===== src/verilog/cpu_defs.svh =====
`ifndef CPU_DEFS_SVH
`define CPU_DEFS_SVH

////////////////////////////////////////
// Datapath
////////////////////////////////////////

`define CPU_XLEN      32
`define CPU_MASK_W    4

////////////////////////////////////////
// Memory
////////////////////////////////////////

`define CPU_MEM_WORDS 256
`define CPU_WORD_AW   $clog2(`CPU_MEM_WORDS)  // Word address bits, byte address >> 2
`define CPU_SRAM_LAT  2

// First instruction fetched after run goes high
`define CPU_RESET_PC  32'h0000_0000

`endif


===== src/verilog/cpu_pkg.sv =====
package cpu_pkg;

    // Major opcodes of the supported subset
    typedef enum logic [6:0] {
        OPC_LUI    = 7'b0110111,
        OPC_OP_IMM = 7'b0010011,
        OPC_OP_REG = 7'b0110011,
        OPC_LOAD   = 7'b0000011,
        OPC_STORE  = 7'b0100011,
        OPC_BRANCH = 7'b1100011,
        OPC_SYSTEM = 7'b1110011
    } opcode_e;

    typedef enum logic [2:0] {
        CORE_IDLE, CORE_FETCH, CORE_EXEC, CORE_MEM, CORE_HALT
    } core_state_e;

    typedef enum logic [1:0] {
        CTRL_IDLE, CTRL_READ, CTRL_WRITE
    } ctrl_state_e;

    typedef enum logic [1:0] {
        HALT_NONE     = 2'd0,
        HALT_EBREAK   = 2'd1,
        HALT_ILLEGAL  = 2'd2,
        HALT_MISALIGN = 2'd3
    } halt_cause_e;

endpackage


===== src/verilog/regfile.sv =====
`timescale 1ns/1ns
`include "cpu_defs.svh"

module regfile (
    input  logic                 clk,
    input  logic                 arst_n,
    input  logic [4:0]           rs1_addr,
    input  logic [4:0]           rs2_addr,
    output logic [`CPU_XLEN-1:0] rs1_data,
    output logic [`CPU_XLEN-1:0] rs2_data,
    input  logic [4:0]           rd_addr,
    input  logic [`CPU_XLEN-1:0] rd_data,
    input  logic                 rd_we,
    output logic [`CPU_XLEN-1:0] a0
);

    logic [`CPU_XLEN-1:0] regs [1:31];  // No storage behind x0

    always_ff @(posedge clk or negedge arst_n) begin
        if (!arst_n) begin
            for (int i = 1; i < 32; i++) begin
                regs[i] <= '0;
            end
        end else if (rd_we && rd_addr != 5'd0) begin
            regs[rd_addr] <= rd_data;
        end
    end

    assign rs1_data = (rs1_addr == 5'd0) ? '0 : regs[rs1_addr];
    assign rs2_data = (rs2_addr == 5'd0) ? '0 : regs[rs2_addr];

    assign a0 = regs[10];

endmodule


===== src/verilog/core.sv =====
`timescale 1ns/1ns
`include "cpu_defs.svh"

module core (
    input  logic                  clk,
    input  logic                  arst_n,
    input  logic                  run,
    output logic [`CPU_XLEN-1:0]  ifetch_addr,
    output logic                  ifetch_req,
    input  logic [`CPU_XLEN-1:0]  ifetch_data,
    input  logic                  ifetch_done,
    output logic [`CPU_XLEN-1:0]  data_addr,
    output logic [`CPU_XLEN-1:0]  data_wdata,
    output logic                  data_size,    // 1 for word, 0 for byte
    output logic                  data_rd,
    output logic                  data_wr,
    input  logic [`CPU_XLEN-1:0]  data_rdata,
    input  logic                  data_done,
    output logic                  halted,
    output cpu_pkg::halt_cause_e  halt_cause,
    output logic [`CPU_XLEN-1:0]  halt_pc,
    output logic [`CPU_XLEN-1:0]  a0
);

    cpu_pkg::core_state_e state;
    cpu_pkg::opcode_e     opcode;
    cpu_pkg::halt_cause_e cause;
    logic [`CPU_XLEN-1:0] pc, instr, next_pc, alu_res, mem_addr, rs1_data, rs2_data;
    logic [`CPU_XLEN-1:0] imm_i, imm_s, imm_b, imm_u;
    logic [2:0]           funct3;
    logic [6:0]           funct7;
    logic                 wb_en, is_load, is_store;

    ////////////////////////////////////////
    // Decode
    ////////////////////////////////////////

    assign opcode = cpu_pkg::opcode_e'(instr[6:0]);
    assign funct3 = instr[14:12];
    assign funct7 = instr[31:25];
    assign imm_i  = {{20{instr[31]}}, instr[31:20]};
    assign imm_s  = {{20{instr[31]}}, instr[31:25], instr[11:7]};
    assign imm_b  = {{19{instr[31]}}, instr[31], instr[7], instr[30:25], instr[11:8], 1'b0};
    assign imm_u  = {instr[31:12], 12'b0};

    assign mem_addr = rs1_data + ((opcode == cpu_pkg::OPC_STORE) ? imm_s : imm_i);

    always_comb begin
        alu_res  = '0;
        wb_en    = 1'b0;
        is_load  = 1'b0;
        is_store = 1'b0;
        next_pc  = pc + 32'd4;
        cause    = cpu_pkg::HALT_NONE;
        case (opcode)
            cpu_pkg::OPC_LUI: begin
                alu_res = imm_u;
                wb_en   = 1'b1;
            end
            cpu_pkg::OPC_OP_IMM: begin
                alu_res = rs1_data + imm_i;
                wb_en   = (funct3 == 3'b000);
                if (funct3 != 3'b000) cause = cpu_pkg::HALT_ILLEGAL;
            end
            cpu_pkg::OPC_OP_REG: begin
                if (funct3 == 3'b000 && funct7 == 7'b0000000) begin
                    alu_res = rs1_data + rs2_data;
                    wb_en   = 1'b1;
                end else if (funct3 == 3'b000 && funct7 == 7'b0100000) begin
                    alu_res = rs1_data - rs2_data;
                    wb_en   = 1'b1;
                end else begin
                    cause = cpu_pkg::HALT_ILLEGAL;
                end
            end
            cpu_pkg::OPC_LOAD: begin
                is_load = (funct3 == 3'b010);    // LW only
                if (!is_load) cause = cpu_pkg::HALT_ILLEGAL;
                else if (mem_addr[1:0] != 2'b00) cause = cpu_pkg::HALT_MISALIGN;
            end
            cpu_pkg::OPC_STORE: begin
                is_store = (funct3 == 3'b010) || (funct3 == 3'b000);
                if (!is_store) cause = cpu_pkg::HALT_ILLEGAL;
                else if (funct3 == 3'b010 && mem_addr[1:0] != 2'b00) cause = cpu_pkg::HALT_MISALIGN;
            end
            cpu_pkg::OPC_BRANCH: begin
                if (funct3 != 3'b001) cause = cpu_pkg::HALT_ILLEGAL;
                else if (rs1_data != rs2_data) next_pc = pc + imm_b;
            end
            cpu_pkg::OPC_SYSTEM: begin
                cause = (instr == 32'h0010_0073) ? cpu_pkg::HALT_EBREAK : cpu_pkg::HALT_ILLEGAL;
            end
            default: cause = cpu_pkg::HALT_ILLEGAL;
        endcase
    end

    regfile i_regfile (
        .clk     (clk),
        .arst_n  (arst_n),
        .rs1_addr(instr[19:15]),
        .rs2_addr(instr[24:20]),
        .rs1_data(rs1_data),
        .rs2_data(rs2_data),
        .rd_addr (instr[11:7]),
        .rd_data (state == cpu_pkg::CORE_MEM ? data_rdata : alu_res),
        .rd_we   ((state == cpu_pkg::CORE_EXEC && wb_en) ||
                  (state == cpu_pkg::CORE_MEM && data_done && is_load)),
        .a0      (a0)
    );

    ////////////////////////////////////////
    // Control FSM
    ////////////////////////////////////////

    assign ifetch_addr = pc;
    assign data_addr   = mem_addr;   // Instruction and registers hold steady through MEM
    assign data_wdata  = rs2_data;
    assign data_size   = (funct3 == 3'b010);

    always_ff @(posedge clk) begin
        if (state == cpu_pkg::CORE_FETCH && ifetch_done) instr <= ifetch_data;
    end

    always_ff @(posedge clk or negedge arst_n) begin
        if (!arst_n) begin
            state      <= cpu_pkg::CORE_IDLE;
            pc         <= `CPU_RESET_PC;
            ifetch_req <= 1'b0;
            data_rd    <= 1'b0;
            data_wr    <= 1'b0;
            halted     <= 1'b0;
            halt_cause <= cpu_pkg::HALT_NONE;
            halt_pc    <= '0;
        end else begin
            ifetch_req <= 1'b0;
            data_rd    <= 1'b0;
            data_wr    <= 1'b0;
            case (state)
                cpu_pkg::CORE_IDLE: if (run) begin
                    state      <= cpu_pkg::CORE_FETCH;
                    pc         <= `CPU_RESET_PC;
                    ifetch_req <= 1'b1;
                end
                cpu_pkg::CORE_FETCH: if (ifetch_done) state <= cpu_pkg::CORE_EXEC;
                cpu_pkg::CORE_EXEC: begin
                    if (cause != cpu_pkg::HALT_NONE) begin
                        state      <= cpu_pkg::CORE_HALT;
                        halted     <= 1'b1;
                        halt_cause <= cause;
                        halt_pc    <= pc;
                    end else if (is_load || is_store) begin
                        state   <= cpu_pkg::CORE_MEM;
                        data_rd <= is_load;
                        data_wr <= is_store;
                    end else begin
                        state      <= cpu_pkg::CORE_FETCH;
                        pc         <= next_pc;
                        ifetch_req <= 1'b1;
                    end
                end
                cpu_pkg::CORE_MEM: if (data_done) begin
                    state      <= cpu_pkg::CORE_FETCH;
                    pc         <= pc + 32'd4;
                    ifetch_req <= 1'b1;
                end
                default: state <= cpu_pkg::CORE_HALT;  // Stays here until reset
            endcase
        end
    end

    a_rd_wr_excl: assert property (@(posedge clk) disable iff (!arst_n) !(data_rd && data_wr));

endmodule


===== config.mk =====
export PLATFORM = sky130hd
export DESIGN_NAME = core
export DESIGN_NICKNAME = d
export VERILOG_FILES = /design/src/verilog/cpu_pkg.sv /design/src/verilog/regfile.sv /design/src/verilog/core.sv
export VERILOG_INCLUDE_DIRS = /design/src /design/src/verilog
export SDC_FILE = /design/constraint.sdc
export NUM_CORES = 2
export LEC_CHECK = 0
export BUFFER_PORTS_ARGS = -buffer_cell sky130_fd_sc_hd__buf_2
export CAP_MARGIN = 25
export CORE_MARGIN = 3
export CORE_UTILIZATION = 35
export DETAILED_ROUTE_END_ITERATION = 8
export GPL_TIMING_DRIVEN = 0
export SYNTH_ARGS = -nofsm -noshare
export SYNTH_HDL_FRONTEND = slang
export SYNTH_SLANG_ARGS = --single-unit

===== constraint.sdc =====
create_clock -name clk -period 9.8 [get_ports clk]
set_clock_uncertainty 0.2 [all_clocks]
set_input_delay 1.47 -clock clk [delete_from_list [all_inputs] [get_ports clk]]
set_output_delay 1.47 -clock clk [all_outputs]
set_load 0.02 [all_outputs]

Word-level counts from Yosys, hierarchy flattened
Index checks and enable logic that the tools add are counted.

operators by class
  $add $sub $neg = 6
  order comparisons = 4
  equal/unequal tests = 20
  muxes and demuxes = 56
  bitwise gates (word level) = 3
  reductions and logical operators = 25

operators by type and width
  operator                 count
  $bwmux W992              1
  $mux W32                 17
  $bmux W32 S5             2
  $pmux W32 S3             2
  $demux W32 S5            1
  $add A32 B32 Y32         4
  $add A32 B3 Y32 const B  1
  $eq A32 B21 Y1 const B   1
  $ne A32 B32 Y1           1
  $sub A32 B32 Y32         1
  $eq A7 B6 Y1 const B     4
  $mux W2                  10
  $ge A6 B6 Y1 const B     3
  $not A5 Y6               3
  $eq A7 B7 Y1 const B     2
  $mux W1                  14
  $pmux W2 S7              1
  $mux W3                  4
  $pmux W3 S4              1
  $logic_not A5 Y1         2
  $ne A2 B2 Y1 const B     5
  $eq A3 B2 Y1 const B     3
  $logic_and A1 B1 Y1      9
  $eq A7 B2 Y1 const B     1
  other kinds (15)         21

storage, ports and cells
  register bits = 1097
  bits of input ports = 69
  output and inout port bits = 167
  word-level logic and storage cells = 154

Logic depth before layout (Yosys ltp)
  word-level depth = 14
  gate-level depth with buffers = 30

By module
A second synthesis with hierarchy kept.

second synthesis, totals
  cell total of the unflattened synthesis = 5789
  area total of the unflattened synthesis = 66934.2 um^2

modules (own cells, without submodules)
  module   instances  cells each  area an instance (um^2)  seq. area each (um^2)
  regfile  1          4104        54004.3                  24823.8
  core     1          1685        12929.9                  2737.6

Worst setup path before layout
No wires, ideal clock.

  path type = reg2out
  start point = register instr[15]
  end point = output port data_addr[25]
  arrival = 5.915 ns
  data required time = 8.130 ns
  setup slack = 2.215 ns
  stages on the path, launching flop included = 23
  cell sequence = edfxtp_1 -> buf_6 -> buf_12 -> buf_12 -> buf_6 -> buf_4 -> buf_4 -> buf_4 -> buf_2 -> buf_1 -> clkbuf_1 -> mux4_2 -> a221oi_1 -> nor2_1 -> ha_1 -> clkbuf_2 -> and2_1 -> a211oi_1 -> o21ai_0 -> maj3_1 -> a31oi_1 -> o21ai_0 -> xnor2_1

between the ends
  cells in the longest elaborated chain, start to end = 6

RTL lines
  what                                         RTL line       source
  start: declaration                           core.sv:28     logic [`CPU_XLEN-1:0] pc, instr, next_pc, alu_res, mem_addr, rs1_data, rs2_data;
  start signal: assignment                     core.sv:121    if (state == cpu_pkg::CORE_FETCH && ifetch_done) instr <= ifetch_data;
  $not A5 Y6 (implied by the code)             regfile.sv:29  assign rs1_data = (rs1_addr == 5'd0) ? '0 : regs[rs1_addr];
  $bmux W32 S5                                 regfile.sv:29
  $mux W32 (implied by the code) (2 in a row)  regfile.sv:29
  $mux W32 (*)                                 regfile.sv:29
  $add A32 B32 Y32 (*)                         core.sv:46     assign mem_addr = rs1_data + ((opcode == cpu_pkg::OPC_STORE) ? imm_s : imm_i);
  end: declaration                             core.sv:12     output logic [`CPU_XLEN-1:0] data_addr,

Mark *: on every way between the ends. The rest lies on a longest branch, timed or not. The select of a mux whose other input is x is not followed.

Worst setup path in the final report
  start point = register instr[18]
  end point = output port data_addr[30]

The elaborated chain is that of the path after synthesis.

==> summary.txt <==
outcome = complete, but fails checks
violated checks = max-slew violations, negative setup slack
clk buf depth = 3
Top Ports = 236
EDFF count, synth = 32
Pwr Density = 163 nW/um^2
cell count after synthesis = 6350
maximum level of the CTS H-tree = 3
ys flop type = dfrtp_1
drt wl/cell = 35.2 um
CP peak stage delay = 800 ps
Net Sw Frac = 0.329
largest family of logic cells by synthesized area = multiplexers
fin cells = 9413
top-count cell post-synth = dfrtp_1
Clock Power Share = 0.396
total gr overflow = 0
Synth area leader = dfrtp_1
die height = 444 um
pin count of the biggest net entering global routing = 170
XOR/XNOR share of the synthesized area = 0.0168
RSZ-0062 raised after global routing = false
Worst-Skew Late Latency = 820 ps
Final Critical Period = 9880 ps
Tightest Hold Check Type = reg2reg
register bit total from synthesis = 1095
initial antenna violation count = 23
Setup crit end kind = output pin
period utilization = 1.01
vias in the first global route = 57800
Cell variety after synth = 115
Combinational Power Share = 0.218
critical path's slowest cell = clkbuf_2
drt first pass iters = 9
worst setup margin = -79.4 ps
Overall Power = 12600 uW
final WL = 332000 um
CP max FO = 10
Crit Path Class = reg2out
Seq/Total Area, Yosys = 0.411
count of standard-cell rows = 160
Sw Pwr = 4140 uW
dpl cells = 9174
Critical Path RT = 8130 ps
net count reported at finish = 6968
fraction of layout cells with a size suffix above 1 = 0.235
Max Clk Rate = 101 MHz
IO buf count = 233
hold_buf cts = 0
Die Width = 444 um
multiplexer share of the synthesized area = 0.239
initial DRC count = 8969
Post-synth top cells = 1063 x dfrtp_1, 636 x nand2_1, 611 x nor2_1, 502 x o21ai_0, 452 x mux4_2
Crit path buffers/inverters = 8
Post-Syn Area per Cell = 10.6 sq um
Worst-Margin Slew = 1560 ps
Worst Path Arrival = 8210 ps
number of remaining DRC errors = 0
Top Family by Delay on Critical Path = buffers and inverters
starting density of the core = 0.352
HPWL Detailed = 256000 um
CTS Sinks = 1095
Worst IR Drop VDD = 151 uV
Cell Area, Synth = 67100 sq um
core box area = 190000 sq um
DR vias = 60900
TritonCTS clock tree = built
adder-cell area share of the yosys netlist = 0.0245
vias per cell = 6.47
P_leak = 0.0333 uW
GRT Total Usage = 0.327
Design Area, Final = 77400 sq um
fraction of registers with async set/reset = 0.971
Max Transition Viols Final = 4
first-pass GRT wire length = 456000 um
Die ar. = 197000 sq um
DP Area = 72800 sq um
CP startpoint kind = register
Flop pwr share = 0.386
post-synthesis simple-gate area fraction = 0.113
final setup vio count = 4
Int Pwr = 8450 uW
CTS Buf Count = 119
Clock Pin Slew Worst Setup and Hold Paths = 70 ps
Placer Congestion = 1.06
final-report hold violation count = 0
max-cap viol count = 0
clock root buffer master = clkbuf_16
Synth area leaders = dfrtp_1 40%, mux4_2 15%, mux2_2 5.3%
worst-path cell chain = clkbuf_1 > clkbuf_1 > buf_2 > buf_1 > clkbuf_2 > clkbuf_1 > a221oi_1 > nor2_1 > ha_1 > buf_2 > o31ai_1 > a31oi_1 > o21ai_0 > o31a_1 > o21a_1 > a21boi_0 > xnor2_1 > buf_2
post-route ant nets = 0
max_slew headroom = -0.0391
area growth from synthesis to final layout = 15.3%
Compound-Gate Fraction of Synth Area = 0.148
yosys synthesis warning count = 0
post-synth top area share = 0.397
per-stage QoR:
step	setup WS, ps	utilization	TNS (ps)	hold WS (ps)
floorplan	2220	-	0	260
global placement	-16980	0.375	-	250
detailed placement	-1760	0.382	-840520	257
CTS	12.1	0.405	0	274
global route	21.0	0.406	0	279
finish	-79.4	0.406	-183	269
cell type report:
type,instances,area [sq um]
clock buffer,161,3370
fill,18500,113000
multi-input combinational,4528,36600
timing repair buffer,317,2480
buffer,595,2830
antenna,25,62.6
inverter,122,463
clock inverter,59,850
sequential,1095,27600
tap,2511,3140
power by group through the flow:
stage | Combinational, uW | Clock (uW) | Sequential (uW)
finish | 2740 | 4980 | 4870
global route | 2830 | 5160 | 4880
CTS | 2640 | 4980 | 4860
detailed placement | 2620 | 0 | 4940
global placement | 2530 | 0 | 4940
floorplan | 1420 | 0 | 4950
repair_timing:
action / in CTS / in global routing
hold endpoints to repair: 0 / 0
setup buffers: 2 / 1
pin swaps: 1 / 1
resized for setup: 81 / 32
setup endpoints to repair: 932 / 530
placed cells by master (no fill, tap or decap), types with 115 or more instances in the layout:
master,n
a21oi_1,415
nor2_1,602
clkbuf_16,119
buf_2,298
o21ai_0,500
nand2_1,636
dfrtp_1,1063
mux2i_1,173
clkbuf_1,403
mux4_2,452
ha_1,115
mux2_2,316
metal layers:
metal	GRT usage	vias up	part of all wire
li1	-	24400	-
met1	0.413	30900	0.37
met2	0.458	4596	0.41
met3	0.141	1021	0.15
met4	0.206	10	0.077
met5	0	-	0.00032
worst reg2reg max path, cell delays in order (launching register included):
cell	delay [ps]
edfxtp_1	440
buf_2	390
buf_2	520
buf_2	510
clkbuf_1	330
buf_8	230
buf_2	540
clkbuf_2	460
clkbuf_2	820
mux4_2	450
mux2i_2	550
inv_1	270
ha_1	340
nand2b_1	160
a21oi_1	160
a311oi_1	120
o311a_1	410
o21ai_1	350
a31oi_1	250
a211oi_1	360
nor3_1	80
a21oi_1	260
o211ai_1	160
o41ai_2	480
buf_4	290
buf_2	420
o21ai_0	200
final timing paths:
kind                       startpoint                  end  slack [ps]  cells past startpoint
hold / removal                 halted               halted         270                      1
max in group asynchronous      arst_n  i_regfile.regs[645]        6130                      5
hold reg to reg                halted               halted         270                      1
min in group asynchronous      arst_n  i_regfile.regs[204]         370                      1
setup reg to reg            instr[22]  i_regfile.regs[219]         -80                     26
setup / recovery            instr[18]        data_addr[30]         -80                     18
state kept, by name, indices dropped and copies added, names as in the netlist:
| name | count |
|---|---|
| ifetch_req | 1 |
| data_rd | 1 |
| ifetch_addr | 31 |
| data_wr | 1 |
| state | 3 |
| halt_cause | 2 |
| halted | 1 |
| halt_pc | 31 |
| instr | 32 |
| i_regfile.regs | 960 |
| i_regfile.a0 | 32 |
cells by family (layout without fill, tap and decap cells):
| logic type | after synthesis | after routing |
|---|---|---|
| buffers and inverters | 728 | 1254 |
| DFF | 1095 | 1095 |
| xor gates and xnor gates | 126 | 126 |
| adders and majority gates | 130 | 130 |
| other | 1 | 27 |
| AOI/OAI and AO/OA | 1590 | 1590 |
| and+or+nand+nor | 1701 | 1701 |
| muxes | 979 | 979 |
Power figures use the tool's default switching activity.
