`config.mk`:
```
export PLATFORM = sky130hd
export DESIGN_NAME = mem_ctrl
export DESIGN_NICKNAME = d
export VERILOG_FILES = /design/src/verilog/cpu_pkg.sv /design/src/verilog/mem_ctrl.sv
export VERILOG_INCLUDE_DIRS = /design/src /design/src/verilog
export SDC_FILE = /design/constraint.sdc
export NUM_CORES = 1
export LEC_CHECK = 0
export ABC_AREA = 1
export BUFFER_PORTS_ARGS = -buffer_cell sky130_fd_sc_hd__buf_2
export CAP_MARGIN = 10
export CORE_AREA = 2 2 126 128
export CTS_BUF_LIST = sky130_fd_sc_hd__clkbuf_4 sky130_fd_sc_hd__clkbuf_8 sky130_fd_sc_hd__clkbuf_16
export DETAILED_ROUTE_END_ITERATION = 8
export DIE_AREA = 0 0 128 130
export PLACE_DENSITY = 0.61
export REMOVE_ABC_BUFFERS = 1
export SYNTH_ARGS = -nofsm -noshare
export SYNTH_HDL_FRONTEND = slang
export SYNTH_SLANG_ARGS = --single-unit
export TNS_END_PERCENT = 100
```
`constraint.sdc`:
```
create_clock -name clk -period 7.2 [get_ports clk]
set_input_delay 1.44 -clock clk [delete_from_list [all_inputs] [get_ports clk]]
set_output_delay 1.44 -clock clk [all_outputs]
set_load 0.005 [all_outputs]
```
`src/verilog/cpu_defs.svh`:
```
`ifndef CPU_DEFS_SVH
`define CPU_DEFS_SVH

////////////////////////////////////////
// Datapath
////////////////////////////////////////

`define CPU_XLEN      32
`define CPU_MASK_W    4

////////////////////////////////////////
// Memory
////////////////////////////////////////

`define CPU_MEM_WORDS 256
`define CPU_WORD_AW   $clog2(`CPU_MEM_WORDS)  // Word address bits, byte address >> 2
`define CPU_SRAM_LAT  2

// First instruction fetched after run goes high
`define CPU_RESET_PC  32'h0000_0000

`endif

```
`src/verilog/cpu_pkg.sv`:
```
package cpu_pkg;

    // Major opcodes of the supported subset
    typedef enum logic [6:0] {
        OPC_LUI    = 7'b0110111,
        OPC_OP_IMM = 7'b0010011,
        OPC_OP_REG = 7'b0110011,
        OPC_LOAD   = 7'b0000011,
        OPC_STORE  = 7'b0100011,
        OPC_BRANCH = 7'b1100011,
        OPC_SYSTEM = 7'b1110011
    } opcode_e;

    typedef enum logic [2:0] {
        CORE_IDLE, CORE_FETCH, CORE_EXEC, CORE_MEM, CORE_HALT
    } core_state_e;

    typedef enum logic [1:0] {
        CTRL_IDLE, CTRL_READ, CTRL_WRITE
    } ctrl_state_e;

    typedef enum logic [1:0] {
        HALT_NONE     = 2'd0,
        HALT_EBREAK   = 2'd1,
        HALT_ILLEGAL  = 2'd2,
        HALT_MISALIGN = 2'd3
    } halt_cause_e;

endpackage

```
`src/verilog/mem_ctrl.sv`:
```
`timescale 1ns/1ns
`include "cpu_defs.svh"

module mem_ctrl (
    input  logic                    clk,
    input  logic                    arst_n,
    input  logic                    run,
    input  logic [`CPU_XLEN-1:0]    ifetch_addr,
    input  logic                    ifetch_req,
    output logic [`CPU_XLEN-1:0]    ifetch_data,
    output logic                    ifetch_done,
    input  logic [`CPU_XLEN-1:0]    data_addr,
    input  logic [`CPU_XLEN-1:0]    data_wdata,
    input  logic                    data_size,
    input  logic                    data_rd,
    input  logic                    data_wr,
    output logic [`CPU_XLEN-1:0]    data_rdata,
    output logic                    data_done,
    input  logic                    load_en,
    input  logic [`CPU_XLEN-1:0]    load_addr,
    input  logic [`CPU_XLEN-1:0]    load_data,
    output logic [`CPU_WORD_AW-1:0] raddr,
    output logic                    raddr_valid,
    output logic                    rready,
    input  logic [`CPU_XLEN-1:0]    rdata,
    input  logic                    rvalid,
    output logic [`CPU_WORD_AW-1:0] waddr,
    output logic [`CPU_XLEN-1:0]    wdata,
    output logic [`CPU_MASK_W-1:0]  wmask,
    output logic                    wen
);

    cpu_pkg::ctrl_state_e state;
    logic                 req_is_data;  // Who gets the read data back
    logic                 fetch_acc, data_acc;

    assign fetch_acc   = (state == cpu_pkg::CTRL_IDLE) && ifetch_req;
    assign data_acc    = (state == cpu_pkg::CTRL_IDLE) && (data_rd || data_wr);
    assign raddr_valid = fetch_acc || (data_acc && data_rd);
    assign raddr       = fetch_acc ? ifetch_addr[2 +: `CPU_WORD_AW] : data_addr[2 +: `CPU_WORD_AW];
    assign rready      = (state == cpu_pkg::CTRL_READ);

    // Load port owns the write channel while the core is stopped
    always_comb begin
        waddr = run ? data_addr[2 +: `CPU_WORD_AW] : load_addr[2 +: `CPU_WORD_AW];
        wdata = run ? data_wdata : load_data;
        wmask = '1;
        wen   = run ? (data_acc && data_wr) : load_en;
        if (run && !data_size) begin
            wdata = {(`CPU_MASK_W){data_wdata[7:0]}};   // Same byte on every lane
            wmask = `CPU_MASK_W'(1) << data_addr[1:0];
        end
    end

    always_ff @(posedge clk or negedge arst_n) begin
        if (!arst_n) begin
            state       <= cpu_pkg::CTRL_IDLE;
            req_is_data <= 1'b0;
            ifetch_done <= 1'b0;
            data_done   <= 1'b0;
        end else begin
            ifetch_done <= 1'b0;
            data_done   <= 1'b0;
            case (state)
                cpu_pkg::CTRL_IDLE: if (raddr_valid) begin
                    state       <= cpu_pkg::CTRL_READ;
                    req_is_data <= !fetch_acc;
                end else if (data_acc) begin
                    state     <= cpu_pkg::CTRL_WRITE;
                    data_done <= 1'b1;   // Store already landed this edge
                end
                cpu_pkg::CTRL_READ: if (rvalid) begin
                    state       <= cpu_pkg::CTRL_IDLE;
                    data_done   <= req_is_data;
                    ifetch_done <= !req_is_data;
                end
                default: state <= cpu_pkg::CTRL_IDLE;
            endcase
        end
    end

    always_ff @(posedge clk) begin
        if (state == cpu_pkg::CTRL_READ && rvalid) begin
            if (req_is_data) data_rdata <= rdata;
            else ifetch_data <= rdata;
        end
    end

    a_one_req: assert property (@(posedge clk) disable iff (!arst_n) !(fetch_acc && data_acc));

endmodule

```
[Word-level counts from Yosys, hierarchy flattened]
Index checks and enable logic that the tools add are counted.
Word-level totals
  register bits: 69
  word-level logic and storage cells: 43
  output and inout port bits: 121
  input port bits: 201
Operators by class
  shift operators: 1
  reduce and logical (&&, ||, !) cells: 16
  muxes and demuxes: 16
  bitwise gates (word level): 1
  equal/unequal tests: 3
Operators by type and width (count)
  32-bit 2-to-1 mux: 2
  8-bit 2-to-1 mux: 2
  2-bit AND reduction: 4
  1-bit logical AND: 6
  1-bit 2-to-1 mux: 6
  2-bit 2-to-1 mux: 3
  4-bit 2-to-1 mux: 1
  2-bit one-hot mux with 2 select lines: 1
  1-bit by 2-bit << shifter with 4-bit output (first input constant): 1
  1-bit logical NOT: 3
  3-bit != test (second input constant): 1
  2-bit by 1-bit equality test with 1-bit output (second input constant): 1
  2-bit logical NOT: 1
  1-bit logical OR: 2
  2-bit by 1-bit != test with 1-bit output (second input constant): 1
  1-bit one-hot mux with 2 select lines: 1
  1-bit NOT: 1

[Longest topological paths before layout]
Gate-level depths: netlist of run 1.
  word-level depth: 6
  depth in mapped cells: 6
  gate-level depth less buffers: 5

[Worst setup path before layout of run 1]
No wires, ideal clock.
  kind: input-to-output
  start: input port run
  end: output port wdata[10]
  required time: 5.760 ns
  data arrival time: 2.002 ns
  slack: 3.758 ns
  buffers on the path: 2
  stages: 5
  cells stage by stage: buf_4 -> inv_2 -> buf_2 -> nand2_1 -> nand3_1
Between the ends
  longest elaborated chain between the ends: 2
  elaborated cells on any way between the ends: 3
  classes of those cells: mux (2); reduce/logical (1)
Ends and longest elaborated chain
  from (decl): line mem_ctrl.sv:7  | input logic run,
  32-bit 2-to-1 mux / 1-bit logical AND (equally long branches): line mem_ctrl.sv:46, mem_ctrl.sv:49
  32-bit 2-to-1 mux (*): line mem_ctrl.sv:49  | if (run && !data_size) begin
  to (decl): line mem_ctrl.sv:28  | output logic [`CPU_XLEN-1:0] wdata,
Every way passes the cells marked *; elsewhere a longest branch is shown, timed or not.

[Final worst setup path of run 1]
  start: input port run
  end: output port wdata[8]
The elaborated chain is that of the path after synthesis.

==> impl_metrics.tcl, run 1 <==
set metrics [dict create \
    reg2reg_depth 3 \
    vias 2942 \
    die_h_um 130 \
    cts.clk_slew.worst_paths_ps 50 \
    antenna_found_initial 1 \
    period_needed_ps 4470 \
    cts_sinks 69 \
    cts.repair.resized 0 \
    tns_ps 0 \
    worstMarginPinSlew_ps 953 \
    drt-initial-drc-count 110 \
    clock_latency_ps 310 \
    hold_slack_ps 554 \
    cts-hold-fix-buffers 0 \
    nFillCells 1644 \
    async_reset_ff_share_pct 7.25 \
    dp_hpwl_um 8500 \
    r2r-end "ifetch_data[19]" \
    area.sequential_um2 2050 \
    yosysSeqAreaShare_pct 71.0 \
    crit_required_ps 5760 \
    area_growth_pct 61.7 \
    grt_usage_pct 11.2 \
    grt_pass1_wl_um 13900 \
    setup.worst_path.start "run" \
    synth_most_common_cell "nand2_1" \
    max_freq_mhz 224 \
    worstSetupEndpoint "wdata[8]" \
    postSynthCellCount 269 \
    max-clock-path-buffers 2 \
    wl_per_cell_um 14.1 \
    port_buffers 251 \
    worst_ir_drop_vdd_v 0.000104 \
    synth_area_um2 2880 \
    yosysTopAreaCellShare_pct 66.7 \
    status "finished, final reports clean" \
    hold_path_class "reg2reg" \
    syn_area_per_cell_um2 10.7 \
    path_max_fanout 24 \
    nets 725 \
    initial_utilization_pct 18.7 \
    core_um2 15400 \
    numCtsBuffers 9 \
    maxCapViolations 0 \
    grt_max_degree 33 \
    drc 0 \
    cts_tree "done" \
    maxSlewHeadroom_pct 36.3 \
    crit_type "in2out" \
    cp-start-kind "input pin" \
    first_pass_iters 4 \
    rsz0062_at_grt "false" \
    rows 46 \
    yosysWarnings 0 \
    synth_common_cells "nand2_1, edfxtp_1, nand3_1" \
    synth_edf_count 64 \
    finalCritPeriodShare_pct 62.1 \
    cts.htree.levels 3 \
    finalSetupViolCount 0 \
    crit_arrival_ps 3030 \
    synth_area_leaders "edfxtp_1, nand2_1, nand3_1" \
    hold_viol 0 \
    ys.flop_type "edfxtp_1" \
    drive_above_1_share_pct 52.0 \
    rr_startpoint "state[1]" \
    power_density_nw_per_um2 257 \
    synth_area_leader_cell "edfxtp_1" \
    die_w_um 128 \
    viasPerCell 4.07 \
    die-area_um2 16600 \
    r2r_slack_ps 5350 \
    globalplace.congestion 0.837 \
    cts-root-buf "clkbuf_16" \
    overflow 0 \
    maxSlewViolCount 0 \
    leakagePower_uw 0.00235 \
    cts_setup_buffers 0 \
    grt_pass1_vias 2683 \
    drtAntennaViolNets 0 \
    io_pins 322 \
    finClkSkew_ps 8.36 \
    multiInputGateArea_um2 733 \
    ys_ff_latch 69 \
    synth_cell_types 13 \
    totalWireLength_um 10200 \
    crit_path_end_kind "output port" \
]
where the power goes:
part | switching (µW) | total [µW] | internal, µW | leakage (µW)
logic | 143 | 243 | 99.7 | 0.00154
registers | 15.0 | 521 | 506 | 0.000652
clock network | 142 | 431 | 289 | 0.000150
per-layer routing:
metal  GRT usage, %  up-vias  routed length [µm]
met5              0        -                   0
li1               -     1411                   -
met4           6.85        0                 421
met1           13.1     1301                4150
met2           18.7      209                4650
met3           2.67       21                 946
cells by family after synthesis:
| group | Yosys count | share of synthesized area, % |
|---|---|---|
| DFF | 69 | 71.0 |
| AOI/OAI and AO/OA | 4 | 0.695 |
| buffers and inverters | 22 | 3.78 |
| and+or+nand+nor | 174 | 24.5 |
critical path, stage by stage:
cell and delay [ps]:
buf_2 80, buf_4 250, inv_2 240, buf_4 280, nor2_4 280, nand2_1 170
nand3_1 140, buf_2 130
cells in the final DEF (no fill, tap or decap), drive strengths merged:
cell type and count:
buf 255, bufinv 1, clkbuf 13, clkinv 1
clkinvlp 1, dfrtp 5, diode 1, edfxtp 64
inv 11, nand2 132, nand3 36, nor2 6
o21ai 4
flip-flops by register name (all words and copies together), names as in the netlist:
signal / cells
data_done: 1
data_rdata: 32
ifetch_data: 32
ifetch_done: 1
req_is_data: 1
state: 2
metrics by stage:
stage	cells	util (%)	setup WS (ps)	area, µm²	power [µW]
detailed placement	705	28.2	2670	4350	778
global placement	705	28.2	2640	4350	776
CTS	721	30.2	2670	4660	1210
floorplan	258	-	3680	2810	615
global route	722	30.2	2610	4660	1260
finish	722	30.2	2730	4660	1200
cell type report:
| type | instances | area share, % |
|---|---|---|
| antenna | 1 | 0.0537 |
| clock buffer | 13 | 5.61 |
| clock inverter | 3 | 0.994 |
| inverter | 11 | 0.886 |
| multi-input combinational | 178 | 15.7 |
| sequential | 69 | 43.9 |
| tap | 192 | 5.16 |
| timing repair buffer | 255 | 27.6 |
how the worst min path moves through the flow:
stage	start	to	slack (ps)	cells after the start
6_report	state[1]	state[0]	550	3
5_1_grt	state[1]	state[0]	580	3
4_1_cts	state[1]	state[0]	560	3
3_5_place_dp	state[1]	state[0]	550	3
3_3_place_gp	state[1]	state[0]	550	3
2_1_floorplan	req_is_data	ifetch_done	440	1
No activity file was read; power rests on OpenSTA's default activity.
==> run 2, diff against run 1 <==
--- a/config.mk
+++ b/config.mk
@@ -6,14 +6,14 @@
 export SDC_FILE = /design/constraint.sdc
 export NUM_CORES = 1
 export LEC_CHECK = 0
-export ABC_AREA = 1
+export ABC_AREA = 0
 export BUFFER_PORTS_ARGS = -buffer_cell sky130_fd_sc_hd__buf_2
 export CAP_MARGIN = 10
-export CORE_AREA = 2 2 126 128
+export CORE_AREA = 2 2 124 126
 export CTS_BUF_LIST = sky130_fd_sc_hd__clkbuf_4 sky130_fd_sc_hd__clkbuf_8 sky130_fd_sc_hd__clkbuf_16
 export DETAILED_ROUTE_END_ITERATION = 8
-export DIE_AREA = 0 0 128 130
-export PLACE_DENSITY = 0.61
+export DIE_AREA = 0 0 126 128
+export PLACE_DENSITY = 0.63
 export REMOVE_ABC_BUFFERS = 1
 export SYNTH_ARGS = -nofsm -noshare
 export SYNTH_HDL_FRONTEND = slang
==> constraint.sdc (replaced) <==
create_clock -name clk -period 4.44 [get_ports clk]
set_input_delay 0.888 -clock clk [delete_from_list [all_inputs] [get_ports clk]]
set_output_delay 0.888 -clock clk [all_outputs]
set_load 0.005 [all_outputs]
==> run 2 against run 1 <==
Wire length down 14%; synthesized cell count down 25%; via count down 10%; clock power up 55%; global-route usage down 0.95 points; clock skew down 3.0 ps; sequential power up 54%; design area up 1.7%; worst hold slack worse by 180 ps.
==> impl_metrics.tcl, run 2 <==
set metrics [dict create \
    viasPerCell 4.09 \
    tns_ps 0 \
    place_ws_ps 1200 \
    drt-initial-drc-count 125 \
    maxSlewHeadroom_pct 24.8 \
    synth_area_um2 3000 \
    cts_setup_buffers 0 \
    die-area_um2 16100 \
    finalCritPeriodShare_pct 72.1 \
    setup_ws_ps 1240 \
    die_w_um 126 \
    vias 2644 \
    finalSetupViolCount 0 \
    postSynthCellCount 202 \
    maxCapViolations 0 \
    synth_area_leaders "edfxtp_1, mux2_2, mux2i_1" \
    cts_sinks 69 \
    power_density_nw_per_um2 372 \
    crit_type "in2out" \
    core_um2 14900 \
    crit_arrival_ps 2310 \
    path_max_fanout 65 \
    dp_hpwl_um 7210 \
    period_needed_ps 3200 \
    max-clock-path-buffers 2 \
    hold_path_class "in2async" \
    grt_pass1_wl_um 13000 \
    cts_tree "done" \
    placed_cell_area_um2 4450 \
    reg_top3 "data_rdata x32, ifetch_data x32, state x2" \
    rsz0062_at_grt "false" \
    ys_ff_latch 69 \
    critPathSlowestCell "buf_2" \
    maxSlewViolCount 0 \
    cts-hold-fix-buffers 0 \
    crit_family "buffers and inverters" \
    finClkSkew_ps 5.31 \
    worstMarginPinSlew_ps 1130 \
    port_buffers 251 \
    synth_area_leader_cell "edfxtp_1" \
    status "finished, final reports clean" \
    n_antenna_cell 0 \
    clock_latency_ps 320 \
    area_growth_pct 57.8 \
    synth_cell_types 25 \
    fin_area_um2 4740 \
    cts.clk_slew.worst_paths_ps 50 \
    rr_startpoint "state[0]" \
    final_common_cell "buf_2" \
    wl_per_cell_um 13.5 \
    hold_slack_ps 374 \
    io_pins 322 \
    cp-start-kind "input pin" \
    ys.flop_type "edfxtp_1" \
    path_cells "buf_2 -> mux2_2 -> buf_2" \
    max_freq_mhz 312 \
    overflow 0 \
    worst_ir_drop_vdd_v 0.000189 \
    antenna_found_initial 0 \
    synth_most_common_cell "edfxtp_1" \
    cts-root-buf "clkbuf_16" \
    layout_common_cells "buf_2, edfxtp_1, nor2_1" \
    synth_edf_count 64 \
    path_common_cell "buf_2" \
    initial_utilization_pct 20.2 \
    drive_above_1_share_pct 64.1 \
    cp_num_cells 3 \
    yosysTopAreaCellShare_pct 64.0 \
    r2r_slack_ps 2730 \
    cts.htree.levels 3 \
    async_reset_ff_share_pct 7.25 \
    totalWireLength_um 8720 \
    first_pass_iters 4 \
    drtAntennaViolNets 0 \
    die_h_um 128 \
    grt_max_degree 66 \
    drc 0 \
    numCtsBuffers 9 \
    grt_usage_pct 10.3 \
    r2r-end "ifetch_data[30]" \
    max_stage_delay_ps 830 \
    yosysSeqAreaShare_pct 68.2 \
    yosysWarnings 0 \
    rows 45 \
    leakagePower_uw 0.00217 \
    hold_viol 0 \
    syn_area_per_cell_um2 14.9 \
    synth_common_cells "edfxtp_1, nor2_1, a21oi_1" \
    crit_required_ps 3550 \
    reg2reg_depth 3 \
    crit_path_end_kind "output port" \
    grt_pass1_vias 2525 \
    crit_buf_inv 2 \
    globalplace.congestion 0.756 \
    cts.repair.resized 0 \
    nets 656 \
    nFillCells 1498 \
]
==> run 2: cell types whose count changed in the layout (fill, tap and decap cells not counted), sizes merged, moves of 3 or more <==
cell | before | now
mux2 | 0 | 24
clkbuf | 13 | 9
nand2 | 132 | 0
a21oi | 0 | 25
nor2b | 0 | 3
mux2i | 0 | 24
nor2 | 6 | 26
nand3 | 36 | 1
inv | 11 | 2
==> run 2: per-stage QoR <==
| stage | instances | util [%] | total power [µW] |
|---|---|---|---|
| 6_report | 647 | 31.9 | 1760 |
| 5_1_grt | 647 | 31.9 | 1850 |
| 2_1_floorplan | 190 | - | 918 |
| 3_5_place_dp | 632 | 29.9 | 1110 |
| 4_1_cts | 647 | 31.9 | 1790 |
| 3_3_place_gp | 632 | 29.9 | 1110 |
==> run 2: cell type report <==
cell class	count	area [µm²]	share of cell area (%)
repair buffers	254	1280	27.0
clock buffers	9	225	4.75
clock inverters	6	65.1	1.37
multi-input cells	119	878	18.5
inverters	2	7.51	0.158
well taps	188	235	4.97
flip-flops and latches	69	2050	43.2
==> run 2: cells by family (layout without fill, tap and decap cells) <==
family          Yosys count  count (layout)  share of synthesized area (%)
compound gates           32              32                           5.67
buf+inv                  14             271                           2.54
simple gates             39              39                           6.59
flops                    69              69                           68.2
mux                      48              48                           17.0
==> run 2: metal layers <==
| layer | track usage, % | vias up | wire length (µm) |
|---|---|---|---|
| met3 | 3.01 | 8 | 930 |
| li1 | - | 1265 | - |
| met5 | 0 | - | 0 |
| met4 | 4.33 | 0 | 90 |
| met2 | 18.2 | 196 | 4310 |
| met1 | 11.5 | 1175 | 3390 |
==> run 2: power by group <==
group | internal (µW) | leakage (µW) | switching, µW
logic | 148 | 0.00138 | 145
registers | 782 | 0.000653 | 19.4
clock network | 429 | 0.000131 | 239
==> run 2: worst max path at each step <==
stage / from / end / slack (ps)
3_3_place_gp: run / wen / 1250
3_5_place_dp: run / wen / 1200
5_1_grt: run / wmask[0] / 1050
2_1_floorplan: ifetch_req / raddr[0] / 1960
4_1_cts: run / wen / 1190
6_report: run / wdata[6] / 1240
==> run 2: worst reg2reg max path, cell delays in order (launching register included) <==
cell and delay, ps:
dfrtp_1 520, nor2b_1 270, and3b_1 180, buf_4 370
==> run 3, diff against run 2 <==
--- a/config.mk
+++ b/config.mk
@@ -6,14 +6,14 @@
 export SDC_FILE = /design/constraint.sdc
 export NUM_CORES = 1
 export LEC_CHECK = 0
-export ABC_AREA = 0
+export ABC_AREA = 1
 export BUFFER_PORTS_ARGS = -buffer_cell sky130_fd_sc_hd__buf_2
 export CAP_MARGIN = 10
 export CORE_AREA = 2 2 124 126
 export CTS_BUF_LIST = sky130_fd_sc_hd__clkbuf_4 sky130_fd_sc_hd__clkbuf_8 sky130_fd_sc_hd__clkbuf_16
 export DETAILED_ROUTE_END_ITERATION = 8
 export DIE_AREA = 0 0 126 128
-export PLACE_DENSITY = 0.63
+export PLACE_DENSITY = 0.62
 export REMOVE_ABC_BUFFERS = 1
 export SYNTH_ARGS = -nofsm -noshare
 export SYNTH_HDL_FRONTEND = slang
==> constraint.sdc (replaced) <==
create_clock -name clk -period 3.2 [get_ports clk]
set_input_delay 0.64 -clock clk [delete_from_list [all_inputs] [get_ports clk]]
set_output_delay 0.64 -clock clk [all_outputs]
set_load 0.005 [all_outputs]
==> run 3 against run 2 <==
Worst setup slack got worse by 470 ps; sequential power rose by 46%; cell count rose by 11%; utilization fell by 0.80 points; critical endpoint is now wdata[26].
==> impl_metrics.tcl, run 3 (synthesized netlist as in run 1, its figures left out) <==
set metrics [dict create \
    nets 726 \
    drc 0 \
    globalplace.congestion 0.774 \
    drt-initial-drc-count 113 \
    grt_usage_pct 11.9 \
    die_h_um 128 \
    cts_setup_buffers 0 \
    die-area_um2 16100 \
    setup.worst_path.start "run" \
    crit_type "in2out" \
    hold_viol 0 \
    hold_path_class "in2async" \
    vias 2813 \
    setup_ws_ps 772 \
    viasPerCell 3.92 \
    place_ws_ps 754 \
    rsz0062_at_grt "false" \
    worstMarginPinSlew_ps 906 \
    max_stage_delay_ps 300 \
    overflow 0 \
    cts_tree "done" \
    maxSlewViolCount 0 \
    grt_pass1_vias 2622 \
    n_antenna_cell 0 \
    cts_sinks 69 \
    cts-root-buf "clkbuf_16" \
    port_buffers 251 \
    leakagePower_uw 0.00233 \
    cts.htree.levels 3 \
    path_cells "buf_2 -> buf_4 -> nand2_1 -> inv_2 -> nand2_1 -> nand3_1 -> buf_2" \
    first_pass_iters 4 \
    worst_ir_drop_vdd_v 0.000256 \
    numCtsBuffers 9 \
    wl_per_cell_um 14.0 \
    finalSetupViolCount 0 \
    maxSlewHeadroom_pct 39.5 \
    drive_above_1_share_pct 51.7 \
    area_growth_pct 60.3 \
    final_common_cell "buf_2" \
    io_pins 322 \
    cts.repair.resized 0 \
    totalWireLength_um 10000 \
    drtAntennaViolNets 0 \
    status "finished, final reports clean" \
    antenna_found_initial 0 \
    cts-hold-fix-buffers 0 \
    cts.clk_slew.worst_paths_ps 50 \
    dp_hpwl_um 8370 \
    power_density_nw_per_um2 556 \
    path_max_fanout 24 \
    max-clock-path-buffers 2 \
    die_w_um 126 \
    finClkSkew_ps 4.13 \
    grt_pass1_wl_um 14500 \
    power_uw 2570 \
    reg_top3 "data_rdata x32, ifetch_data x32, state x2" \
    critPathSlowestCell "inv_2" \
    cp-start-kind "input pin" \
    initial_utilization_pct 19.4 \
    crit_arrival_ps 1790 \
    period_needed_ps 2430 \
    nFillCells 1621 \
    max_freq_mhz 412 \
    rows 45 \
    crit_required_ps 2560 \
    hold_slack_ps 124 \
    crit_path_end_kind "output port" \
    rr_startpoint "state[1]" \
    finalCritPeriodShare_pct 75.9 \
    grt_max_degree 33 \
    maxCapViolations 0 \
    tns_ps 0 \
    multiInputGateArea_um2 733 \
    core_um2 14900 \
    layout_common_cells "buf_2, nand2_1, edfxtp_1" \
    clock_latency_ps 320 \
    area.sequential_um2 2050 \
]
[run 3: cell type report]
cell class	instances	area share, %
Sequential cell	69	44.3
Timing Repair Buffer	256	28.0
Tap cell	188	5.09
Clock inverter	5	0.596
Inverter	11	0.894
Multi-Input combinational cell	178	15.9
Clock buffer	11	5.20
[run 3: final timing paths]
check	endpoint	slack, ps	depth (start not counted)
min reg2reg	ifetch_done	550	1
max reg2reg	ifetch_data[22]	1370	3
max	wdata[26]	770	7
min	state[1]	120	1
max in group asynchronous	ifetch_done	2940	1
min in group clk	ifetch_data[30]	510	1
[run 3: per-stage QoR]
stage	utilization (%)	std cells	instance area (µm²)
global route	31.1	718	4620
CTS	31.1	718	4620
global placement	29.3	702	4350
floorplan	-	258	2810
finish	31.1	718	4620
detailed placement	29.3	702	4350
[run 3: power by group]
group	leakage (µW)	total, µW	internal, µW	switching [µW]
logic	0.00155	540	225	315
clock network	0.000127	855	533	322
registers	0.000652	1170	1140	34.5
total	0.00233	2570	1900	671
[run 3: per-layer routing]
metal / wire length, µm / part of all wire, % / track usage, % / vias up
met1: 4200 / 42 / 14.5 / 1193
met2: 4660 / 46 / 20.2 / 197
met3: 981 / 9.8 / 3.17 / 13
li1: - / - / - / 1410
met5: 0 / 0 / 0 / -
met4: 178 / 1.8 / 4.52 / 0
[run 3: worst max-delay path, delay by kind of cell]
| family | cells | cell delay (ps) |
|---|---|---|
| simple gates | 3 | 360 |
| buf+inv | 4 | 760 |
